## src/rw_mem_pkg.sv

```systemverilog
/*
 * Memory side definitions for the read/write generator
 * Address, data and counter widths, request command enum,
 * memory request packet and engine data word
 */
package rw_mem_pkg;

    localparam int ADDR_W  = 32;
    localparam int DATA_W  = 32;
    localparam int COUNT_W = 16;

    // Request packet without its valid bit
    localparam int REQ_PAYLOAD_W = 1 + ADDR_W + DATA_W;

    typedef enum logic [0:0] {
        CMD_READ  = 1'b0,
        CMD_WRITE = 1'b1
    } mem_cmd_e;

    typedef struct packed {
        logic              valid;
        mem_cmd_e          cmd;
        logic [ADDR_W-1:0] address;
        logic [DATA_W-1:0] data;
    } mem_request_t;

    typedef struct packed {
        logic              valid;
        logic [DATA_W-1:0] data;
    } engine_data_t;

endpackage

```

## src/rw_engine_pkg.sv

```systemverilog
/*
 * Engine side definitions for the read/write generator
 * Job opcode enum, job configuration packet,
 * control FSM states and FIFO sizing
 */
package rw_engine_pkg;

    // --------------------
    // FIFO sizing
    // --------------------
    localparam int FIFO_DEPTH  = 16;
    // Room for both kernel stages plus margin
    localparam int PROG_THRESH = 12;

    typedef enum logic [0:0] {
        OP_READ  = 1'b0,
        OP_WRITE = 1'b1
    } rw_opcode_e;

    typedef struct packed {
        logic                               valid;
        rw_opcode_e                         opcode;
        logic                               mode_counter;
        logic [rw_mem_pkg::ADDR_W-1:0]      index_start;
        logic [rw_mem_pkg::ADDR_W-1:0]      index_stride;
        logic [rw_mem_pkg::COUNT_W-1:0]     item_count;
    } rw_config_t;

    // --------------------
    // Job FSM
    // --------------------
    typedef enum logic [2:0] {
        RESET      = 3'd0,
        IDLE       = 3'd1,
        SETUP_REQ  = 3'd2,
        SETUP_WAIT = 3'd3,
        BUSY       = 3'd4,
        DRAIN      = 3'd5,
        DONE       = 3'd6
    } rw_state_e;

endpackage

```

## src/rw_sync_fifo.sv

```systemverilog
/*
 * Synchronous register-array FIFO
 * Registered read data, empty, full and prog_full flags
 */
`timescale 1ns/10ps

module rw_sync_fifo #(
    parameter int WIDTH = 32,
    parameter int DEPTH = rw_engine_pkg::FIFO_DEPTH
) (
    input  logic             ap_clk,
    input  logic             areset_generator,
    input  logic             push,
    input  logic [WIDTH-1:0] din,
    input  logic             pop,
    output logic [WIDTH-1:0] dout,
    output logic             empty,
    output logic             full,
    output logic             prog_full
);
    import rw_engine_pkg::*;

    logic [WIDTH-1:0]         mem [DEPTH];
    logic [$clog2(DEPTH)-1:0] wr_ptr;
    logic [$clog2(DEPTH)-1:0] rd_ptr;
    logic [$clog2(DEPTH):0]   count;
    logic                     wr_en;
    logic                     rd_en;

    assign wr_en = push & ~full;
    assign rd_en = pop & ~empty;

    // Storage and read port
    always_ff @(posedge ap_clk) begin
        if (wr_en) begin
            mem[wr_ptr] <= din;
        end
        if (rd_en) begin
            dout <= mem[rd_ptr];
        end
    end

    // --------------------
    // Pointers and occupancy
    // --------------------
    always_ff @(posedge ap_clk) begin
        if (areset_generator) begin
            wr_ptr <= '0;
            rd_ptr <= '0;
            count  <= '0;
        end else begin
            if (wr_en) begin
                wr_ptr <= (wr_ptr == DEPTH - 1) ? '0 : wr_ptr + 1'b1;
            end
            if (rd_en) begin
                rd_ptr <= (rd_ptr == DEPTH - 1) ? '0 : rd_ptr + 1'b1;
            end
            case ({wr_en, rd_en})
                2'b10:   count <= count + 1'b1;
                2'b01:   count <= count - 1'b1;
                default: count <= count;
            endcase
        end
    end

    assign empty     = (count == '0);
    assign full      = (count == DEPTH);
    assign prog_full = (count >= PROG_THRESH);

endmodule

```

## src/rw_gen_ingress.sv

```systemverilog
/*
 * Input side of the generator
 * Engine data FIFO and gated pop toward the kernel
 */
`timescale 1ns/10ps

module rw_gen_ingress (
    input  logic                     ap_clk,
    input  logic                     areset_generator,
    input  rw_mem_pkg::engine_data_t data_in,
    input  logic                     accept,
    input  logic                     request_prog_full,
    output rw_mem_pkg::engine_data_t item,
    output logic                     input_empty
);
    import rw_mem_pkg::*;
    import rw_engine_pkg::*;

    logic [DATA_W-1:0] fifo_dout;
    logic              fifo_pop;
    logic              item_valid;

    // Hold off while the request FIFO backs up
    assign fifo_pop = accept & ~input_empty & ~request_prog_full;

    rw_sync_fifo #(
        .WIDTH(DATA_W),
        .DEPTH(FIFO_DEPTH)
    ) data_fifo_i (
        .ap_clk          (ap_clk),
        .areset_generator(areset_generator),
        .push            (data_in.valid),
        .din             (data_in.data),
        .pop             (fifo_pop),
        .dout            (fifo_dout),
        .empty           (input_empty),
        .full            (),
        .prog_full       ()
    );

    // Word shows up one cycle after the pop
    always_ff @(posedge ap_clk) begin
        if (areset_generator) begin
            item_valid <= 1'b0;
        end else begin
            item_valid <= fifo_pop;
        end
    end

    assign item = '{valid: item_valid, data: fifo_dout};

endmodule

```

## src/rw_gen_control.sv

```systemverilog
/*
 * Job control for the generator
 * FSM, configuration capture, item counting and done decision
 */
`timescale 1ns/10ps

module rw_gen_control (
    input  logic                      ap_clk,
    input  logic                      areset_generator,
    input  logic                      descriptor_valid,
    input  rw_engine_pkg::rw_config_t config_in,
    input  rw_mem_pkg::engine_data_t  item,
    input  logic                      kernel_busy,
    input  logic                      input_empty,
    input  logic                      request_empty,
    input  logic                      outstanding_zero,
    output logic                      config_request,
    output logic                      accept,
    output rw_engine_pkg::rw_config_t job,
    output logic                      job_start,
    output logic                      done
);
    import rw_mem_pkg::*;
    import rw_engine_pkg::*;

    rw_state_e            state;
    rw_state_e            next_state;
    logic [COUNT_W-1:0]   item_cnt;
    logic [COUNT_W:0]     items_taken;
    logic                 all_taken;
    logic                 capture;
    logic                 drained;

    // Count includes the word already popped and arriving now
    assign items_taken = {1'b0, item_cnt} + (COUNT_W + 1)'(item.valid);
    assign all_taken   = (items_taken >= {1'b0, job.item_count});
    assign capture     = (state == SETUP_WAIT) & config_in.valid;
    assign drained     = ~kernel_busy & input_empty & request_empty &
                         (outstanding_zero | ~job.mode_counter);

    // --------------------
    // Job FSM
    // --------------------
    always_ff @(posedge ap_clk) begin
        if (areset_generator) begin
            state <= RESET;
        end else begin
            state <= next_state;
        end
    end

    always_comb begin
        next_state = state;
        case (state)
            RESET:      next_state = IDLE;
            IDLE:       if (descriptor_valid) next_state = SETUP_REQ;
            SETUP_REQ:  next_state = SETUP_WAIT;
            SETUP_WAIT: if (config_in.valid) next_state = BUSY;
            BUSY:       if (all_taken) next_state = DRAIN;
            DRAIN:      if (drained) next_state = DONE;
            DONE:       if (descriptor_valid) next_state = SETUP_REQ;
            default:    next_state = RESET;
        endcase
    end

    // Configuration capture and item count
    always_ff @(posedge ap_clk) begin
        if (areset_generator) begin
            job       <= '0;
            job_start <= 1'b0;
            item_cnt  <= '0;
        end else begin
            job_start <= capture;
            if (capture) begin
                job      <= config_in;
                item_cnt <= '0;
            end else if (item.valid) begin
                item_cnt <= item_cnt + 1'b1;
            end
        end
    end

    assign config_request = (state == SETUP_REQ);
    assign accept         = (state == BUSY) & ~all_taken;
    assign done           = (state == DONE);

endmodule

```

## src/rw_gen_kernel.sv

```systemverilog
/*
 * Two-stage request kernel
 * Stage one forms the address, stage two the command and data
 */
`timescale 1ns/10ps

module rw_gen_kernel (
    input  logic                      ap_clk,
    input  logic                      areset_generator,
    input  rw_engine_pkg::rw_config_t job,
    input  logic                      job_start,
    input  rw_mem_pkg::engine_data_t  item,
    output rw_mem_pkg::mem_request_t  kernel_request,
    output logic                      kernel_busy
);
    import rw_mem_pkg::*;
    import rw_engine_pkg::*;

    logic [ADDR_W-1:0] offset;
    logic              s1_valid;
    logic [ADDR_W-1:0] s1_addr;
    logic [DATA_W-1:0] s1_data;
    logic              s2_valid;
    mem_cmd_e          s2_cmd;
    logic [ADDR_W-1:0] s2_addr;
    logic [DATA_W-1:0] s2_data;

    // --------------------
    // Valid pipe and offset
    // --------------------
    always_ff @(posedge ap_clk) begin
        if (areset_generator) begin
            s1_valid <= 1'b0;
            s2_valid <= 1'b0;
            offset   <= '0;
        end else begin
            s1_valid <= item.valid & job.valid;
            s2_valid <= s1_valid;
            if (job_start) begin
                offset <= '0;
            end else if (item.valid) begin
                offset <= offset + job.index_stride;
            end
        end
    end

    // Payload stages
    always_ff @(posedge ap_clk) begin
        s1_addr <= job.index_start + offset;
        s1_data <= item.data;
        s2_addr <= s1_addr;
        s2_cmd  <= (job.opcode == OP_WRITE) ? CMD_WRITE : CMD_READ;
        // Reads carry no data
        s2_data <= (job.opcode == OP_WRITE) ? s1_data : '0;
    end

    assign kernel_request = '{valid: s2_valid, cmd: s2_cmd, address: s2_addr, data: s2_data};
    assign kernel_busy    = s1_valid | s2_valid;

endmodule

```

## src/rw_gen_egress.sv

```systemverilog
/*
 * Output side of the generator
 * Request FIFO, ready-driven pop and outstanding request counter
 */
`timescale 1ns/10ps

module rw_gen_egress (
    input  logic                     ap_clk,
    input  logic                     areset_generator,
    input  rw_mem_pkg::mem_request_t kernel_request,
    input  logic                     request_ready,
    input  logic                     memory_ack,
    output rw_mem_pkg::mem_request_t request_out,
    output logic                     request_prog_full,
    output logic                     request_empty,
    output logic                     outstanding_zero
);
    import rw_mem_pkg::*;
    import rw_engine_pkg::*;

    logic [REQ_PAYLOAD_W-1:0] fifo_din;
    logic [REQ_PAYLOAD_W-1:0] fifo_dout;
    logic                     fifo_pop;
    logic                     out_valid;
    logic [COUNT_W-1:0]       outstanding;

    assign fifo_din = {kernel_request.cmd, kernel_request.address, kernel_request.data};
    assign fifo_pop = request_ready & ~request_empty;

    rw_sync_fifo #(
        .WIDTH(REQ_PAYLOAD_W),
        .DEPTH(FIFO_DEPTH)
    ) request_fifo_i (
        .ap_clk          (ap_clk),
        .areset_generator(areset_generator),
        .push            (kernel_request.valid),
        .din             (fifo_din),
        .pop             (fifo_pop),
        .dout            (fifo_dout),
        .empty           (request_empty),
        .full            (),
        .prog_full       (request_prog_full)
    );

    // --------------------
    // Issue and outstanding count
    // --------------------
    // Counted at the pop so the count is up before the FIFO reads empty
    always_ff @(posedge ap_clk) begin
        if (areset_generator) begin
            out_valid   <= 1'b0;
            outstanding <= '0;
        end else begin
            out_valid <= fifo_pop;
            case ({fifo_pop, memory_ack})
                2'b10:   outstanding <= outstanding + 1'b1;
                2'b01:   outstanding <= outstanding - 1'b1;
                default: outstanding <= outstanding;
            endcase
        end
    end

    assign request_out      = mem_request_t'({out_valid, fifo_dout});
    assign outstanding_zero = (outstanding == '0);

endmodule

```

## src/rw_gen_top.sv

```systemverilog
/*
 * Read/write request generator top level
 * Input side, job control, kernel and output side
 */
`timescale 1ns/10ps

module rw_gen_top (
    input  logic                      ap_clk,
    input  logic                      areset_generator,
    input  logic                      descriptor_valid,
    output logic                      config_request,
    input  rw_engine_pkg::rw_config_t config_in,
    input  rw_mem_pkg::engine_data_t  data_in,
    output rw_mem_pkg::mem_request_t  request_out,
    input  logic                      request_ready,
    input  logic                      memory_ack,
    output logic                      done
);
    import rw_mem_pkg::*;
    import rw_engine_pkg::*;

    logic         accept;
    engine_data_t item;
    rw_config_t   job;
    logic         job_start;
    mem_request_t kernel_request;
    logic         kernel_busy;
    logic         input_empty;
    logic         request_empty;
    logic         request_prog_full;
    logic         outstanding_zero;

    rw_gen_ingress ingress_i (
        .ap_clk           (ap_clk),
        .areset_generator (areset_generator),
        .data_in          (data_in),
        .accept           (accept),
        .request_prog_full(request_prog_full),
        .item             (item),
        .input_empty      (input_empty)
    );

    rw_gen_control control_i (
        .ap_clk          (ap_clk),
        .areset_generator(areset_generator),
        .descriptor_valid(descriptor_valid),
        .config_in       (config_in),
        .item            (item),
        .kernel_busy     (kernel_busy),
        .input_empty     (input_empty),
        .request_empty   (request_empty),
        .outstanding_zero(outstanding_zero),
        .config_request  (config_request),
        .accept          (accept),
        .job             (job),
        .job_start       (job_start),
        .done            (done)
    );

    rw_gen_kernel kernel_i (
        .ap_clk          (ap_clk),
        .areset_generator(areset_generator),
        .job             (job),
        .job_start       (job_start),
        .item            (item),
        .kernel_request  (kernel_request),
        .kernel_busy     (kernel_busy)
    );

    rw_gen_egress egress_i (
        .ap_clk           (ap_clk),
        .areset_generator (areset_generator),
        .kernel_request   (kernel_request),
        .request_ready    (request_ready),
        .memory_ack       (memory_ack),
        .request_out      (request_out),
        .request_prog_full(request_prog_full),
        .request_empty    (request_empty),
        .outstanding_zero (outstanding_zero)
    );

endmodule

```

## config.mk

```make
export PLATFORM = sky130hd
export DESIGN_NAME = rw_gen_top
export DESIGN_NICKNAME = d
export VERILOG_FILES = /design/src/rw_mem_pkg.sv /design/src/rw_engine_pkg.sv /design/src/rw_sync_fifo.sv /design/src/rw_gen_ingress.sv /design/src/rw_gen_control.sv /design/src/rw_gen_kernel.sv /design/src/rw_gen_egress.sv /design/src/rw_gen_top.sv
export SDC_FILE = /design/constraint.sdc
export NUM_CORES = 2
export LEC_CHECK = 0
export BUFFER_PORTS_ARGS = -buffer_cell sky130_fd_sc_hd__buf_2
export CAP_MARGIN = 30
export CORE_MARGIN = 8
export CORE_UTILIZATION = 60
export DETAILED_ROUTE_END_ITERATION = 10
export PLACE_DENSITY_LB_ADDON = 0.15
export REMOVE_ABC_BUFFERS = 1
export SLEW_MARGIN = 20
export SYNTH_ARGS = -nofsm -noshare
export SYNTH_HDL_FRONTEND = slang
export SYNTH_SLANG_ARGS = --single-unit
```

## constraint.sdc

```tcl
create_clock -name ap_clk -period 7.5 [get_ports ap_clk]
set_clock_uncertainty 0.2 [all_clocks]
set_input_delay 0.75 -clock ap_clk [delete_from_list [all_inputs] [get_ports ap_clk]]
set_output_delay 0.75 -clock ap_clk [all_outputs]
set_load 0.005 [all_outputs]
```

==> reports/metrics.yaml <==
placement:
  dpl.cell_count: 5603
  io_buffers: 188
  routabilityCongestion: 0.811
  place_hpwl_mm: 89.6
yosys:
  ys_ff_latch: 1959
  synth_edf_count: 1649
  syn_area_sq_mm: 0.0751
  avgSynthCellArea_sq_um: 19.3
  yosysWarnings: 0
  synth_cells: 3885
  async_reset_ff_frac: 0
  ys_types: 67
  synth-seq-area-share: 0.742
  synthFlopType: "edfxtp_1"
drt:
  dr.first_iter.drc_count: 3256
  drcViolationCount: 0
  ant_nets: 0
  viasPerCell: 6.10
  drt-pass1-iter-count: 5
  vias: 36814
  wl_per_cell_microns: 26.7
  drt-total-wl_mm: 161
worst_setup_path:
  startpoint_type: "register"
  endpoint_kind: "register"
  required_ps: 8020
  path_class: "reg -> reg"
  arrival_ps: 5980
  worst-path-max-fanout: 37
timing:
  slew_violations: 0
  hold_viol: 0
  period_share: 0.728
  tightest_slew_ps: 1060
  period_needed_ps: 5460
  max-slew-margin-rel: 0.296
  rsz0062_at_grt: "false"
  fmax_ghz: 0.183
  tns_ps: 0
  finalSetupViolCount: 0
clock_tree:
  cts_root_buffer: "clkbuf_16"
  path_clk_slew_ps: 60
  numCtsBuffers: 190
  ctsLongestPathBuffers: 3
  clk_latency_ps: 790
  cts_sinks: 1959
  cts_tree: "built"
  htree_levels: 4
status:
  status: "finished, final reports clean"
global_route:
  grt_pass1_wl_mm: 240
  grt_max_degree: 143
  track_usage: 0.235
  overflow: 0
  grt_pass1_vias: 37760
  antenna_found_initial: 11
die:
  die_h_microns: 370
  design.die.area_sq_mm: 0.137
  coreArea_sq_mm: 0.124
  die_w_microns: 370
  start_util: 0.606
  pin_count: 189
  rows: 129
cells_and_area:
  nFillCells: 7868
  drive_gt1_frac: 0.247
  area_growth_pct: 13.4
  seq_area_sq_mm: 0.0557
  multi_input_area_sq_mm: 0.0187
  final_nets: 4462
  final_cells: 6032
hold_path:
  hold_class: "in -> reg"
power:
  peakVddDrop_v: 0.000249
  p_leak_nw: 28.1
  powerDensity_mw_per_mm2: 253
job:
  cap_viol_max_count: 0
cells by family after synthesis:
kind of cell    synth area share
flops                      0.742
simple gates              0.0370
mux                        0.149
compound gates            0.0284
buf+inv                   0.0116
fa+ha+maj                 0.0203
xor+xnor                  0.0119
layer usage:
metal / wire [microns] / up-vias / GRT usage
met4: 3860 / 6 / 0.0654
met5: 40 / - / 0
met3: 10600 / 253 / 0.0453
met1: 65000 / 19086 / 0.317
met2: 81800 / 1241 / 0.398
li1: - / 16228 / -
metrics by stage:
| stage | hold slack [ps] | cell area [sq um] | power (W) | utilization | setup slack [ps] |
|---|---|---|---|---|---|
| after global routing | 27.3 | 85200 | 0.0222 | 0.687 | 1650 |
| after floorplan | 110 | 74400 | 0.0123 | - | -4790 |
| after detailed placement | 112 | 78300 | 0.0124 | 0.632 | 2090 |
| final | 48.4 | 85200 | 0.0215 | 0.687 | 2040 |
| after CTS | 2.05 | 85100 | 0.0217 | 0.686 | 2010 |
| after global placement | 112 | 78200 | 0.0124 | 0.631 | 2140 |
where the power goes:
group	switching, W	internal [W]	leakage, nW
clock network	0.00399	0.00532	3.00
registers	0.0000493	0.0118	17.8
logic	0.000225	0.000168	7.28
total	0.00427	0.0173	28.1
sequential cells by signal, summed over array words and instances (netlist names), 5 cells and up:
signal and cells:
kernel_i.s1_addr 32, ingress_i.data_fifo_i.count 5, control_i.job 83, kernel_i.s2_addr 32
egress_i.request_fifo_i.dout 65, egress_i.outstanding 16, kernel_i.s1_data 32, egress_i.request_fifo_i.mem 1040
ingress_i.data_fifo_i.mem 512, kernel_i.offset 32, ingress_i.data_fifo_i.dout 32, egress_i.request_fifo_i.count 5
control_i.item_cnt 16, kernel_i.s2_data 32
synth_stat cells, drive strengths merged (4+ instances only):
master	n	area share
and3	5	0.00042
nor4	8	0.00067
nand4	17	0.0014
o21ai	50	0.0033
o21a	10	0.0010
a21boi	5	0.00050
buf	48	0.0025
nor3	31	0.0022
and2	38	0.0032
a21oi	178	0.012
a211oi	8	0.00080
a31oi	9	0.00083
nor2	177	0.0088
a21o	39	0.0040
clkbuf	129	0.0064
nand3	29	0.0020
o21bai	6	0.00060
nand2	244	0.012
or2	6	0.00050
edfxtp	1649	0.66
dfxtp	310	0.083
a221oi	4	0.00047
o31ai	6	0.00060
ha	114	0.019
mux4	485	0.15
nand2b	17	0.0014
inv	53	0.0026
xnor2	55	0.0064
fa	5	0.0013
or3	20	0.0017
a211o	7	0.00082
nor2b	14	0.0012
a311oi	4	0.00055
mux2i	22	0.0029
xor2	47	0.0055
worst max-delay path, stage by stage (launching register included):
cell and delay (ps):
dfxtp_1 400, ha_1 210, ha_1 220, nand4_1 180, nor2_1 250, and3_1 250, nand3_1 110, xnor2_1 150
ha_1 310, nand2_1 80, nor3_1 50, nand2_1 80, nand4_1 100, a41o_1 260, a2111o_1 320, nand2_2 70
buf_4 450, ha_1 350, inv_1 100, fa_1 410, inv_1 70, a21o_1 110, a21oi_1 70, xnor2_1 130
or3_1 300, a21oi_1 140
cell usage in the layout, fill, tap and decap left out, types with 7 or more instances in the layout:
master | Yosys | layout
a211o_1 | 7 | 7
a211oi_1 | 8 | 8
a21o_1 | 37 | 37
a21oi_1 | 178 | 178
a31oi_1 | 8 | 8
and2_1 | 38 | 38
buf_2 | 2 | 187
buf_4 | 1 | 63
bufinv_16 | 0 | 12
clkbuf_1 | 129 | 49
clkbuf_16 | 0 | 195
clkbuf_8 | 0 | 12
clkinv_1 | 1 | 39
clkinv_2 | 0 | 32
clkinv_4 | 0 | 8
dfxtp_1 | 310 | 301
dlygate4sd3_1 | 0 | 61
edfxtp_1 | 1649 | 1649
ha_1 | 114 | 114
inv_1 | 53 | 52
mux2i_1 | 22 | 22
mux4_2 | 485 | 485
nand2_1 | 244 | 243
nand2b_1 | 17 | 17
nand3_1 | 28 | 27
nand4_1 | 17 | 17
nor2_1 | 177 | 153
nor2_4 | 0 | 24
nor2b_1 | 14 | 14
nor3_1 | 30 | 22
nor3_2 | 0 | 8
nor4_1 | 8 | 8
o21a_1 | 10 | 10
o21ai_0 | 37 | 37
o21ai_1 | 13 | 13
or3_1 | 20 | 20
xnor2_1 | 55 | 55
xor2_1 | 47 | 47
layout make-up:
| cell class | instances | area share |
|---|---|---|
| clock buffer | 256 | 0.0614 |
| sequential | 1959 | 0.655 |
| clock inverter | 105 | 0.0109 |
| tap | 1637 | 0.0240 |
| inverter | 54 | 0.00241 |
| timing repair buffer | 322 | 0.0268 |
| multi-input combinational | 1695 | 0.220 |
| antenna | 4 | 0.000118 |
what timing repair did:
action / CTS / global route
buffers inserted: 0 / 0
hold buffers: 61 / 0
resized for setup: 0 / 0
endpoints found under the setup margin: 0 / 0
hold endpoints to repair: 61 / 0
final timing paths:
| path | startpoint | end | slack, ps | cells after the start |
|---|---|---|---|---|
| max reg2reg | control_i.item_cnt[0] | ingress_i.data_fifo_i.count[4] | 2040 | 25 |
| min | config_in[40] | control_i.job[40] | 50 | 3 |
| min reg2reg | kernel_i.s1_addr[20] | kernel_i.s2_addr[20] | 130 | 0 |
| max | control_i.item_cnt[0] | ingress_i.data_fifo_i.count[4] | 2040 | 25 |
Note: power is estimated with default switching activity, not from simulation.
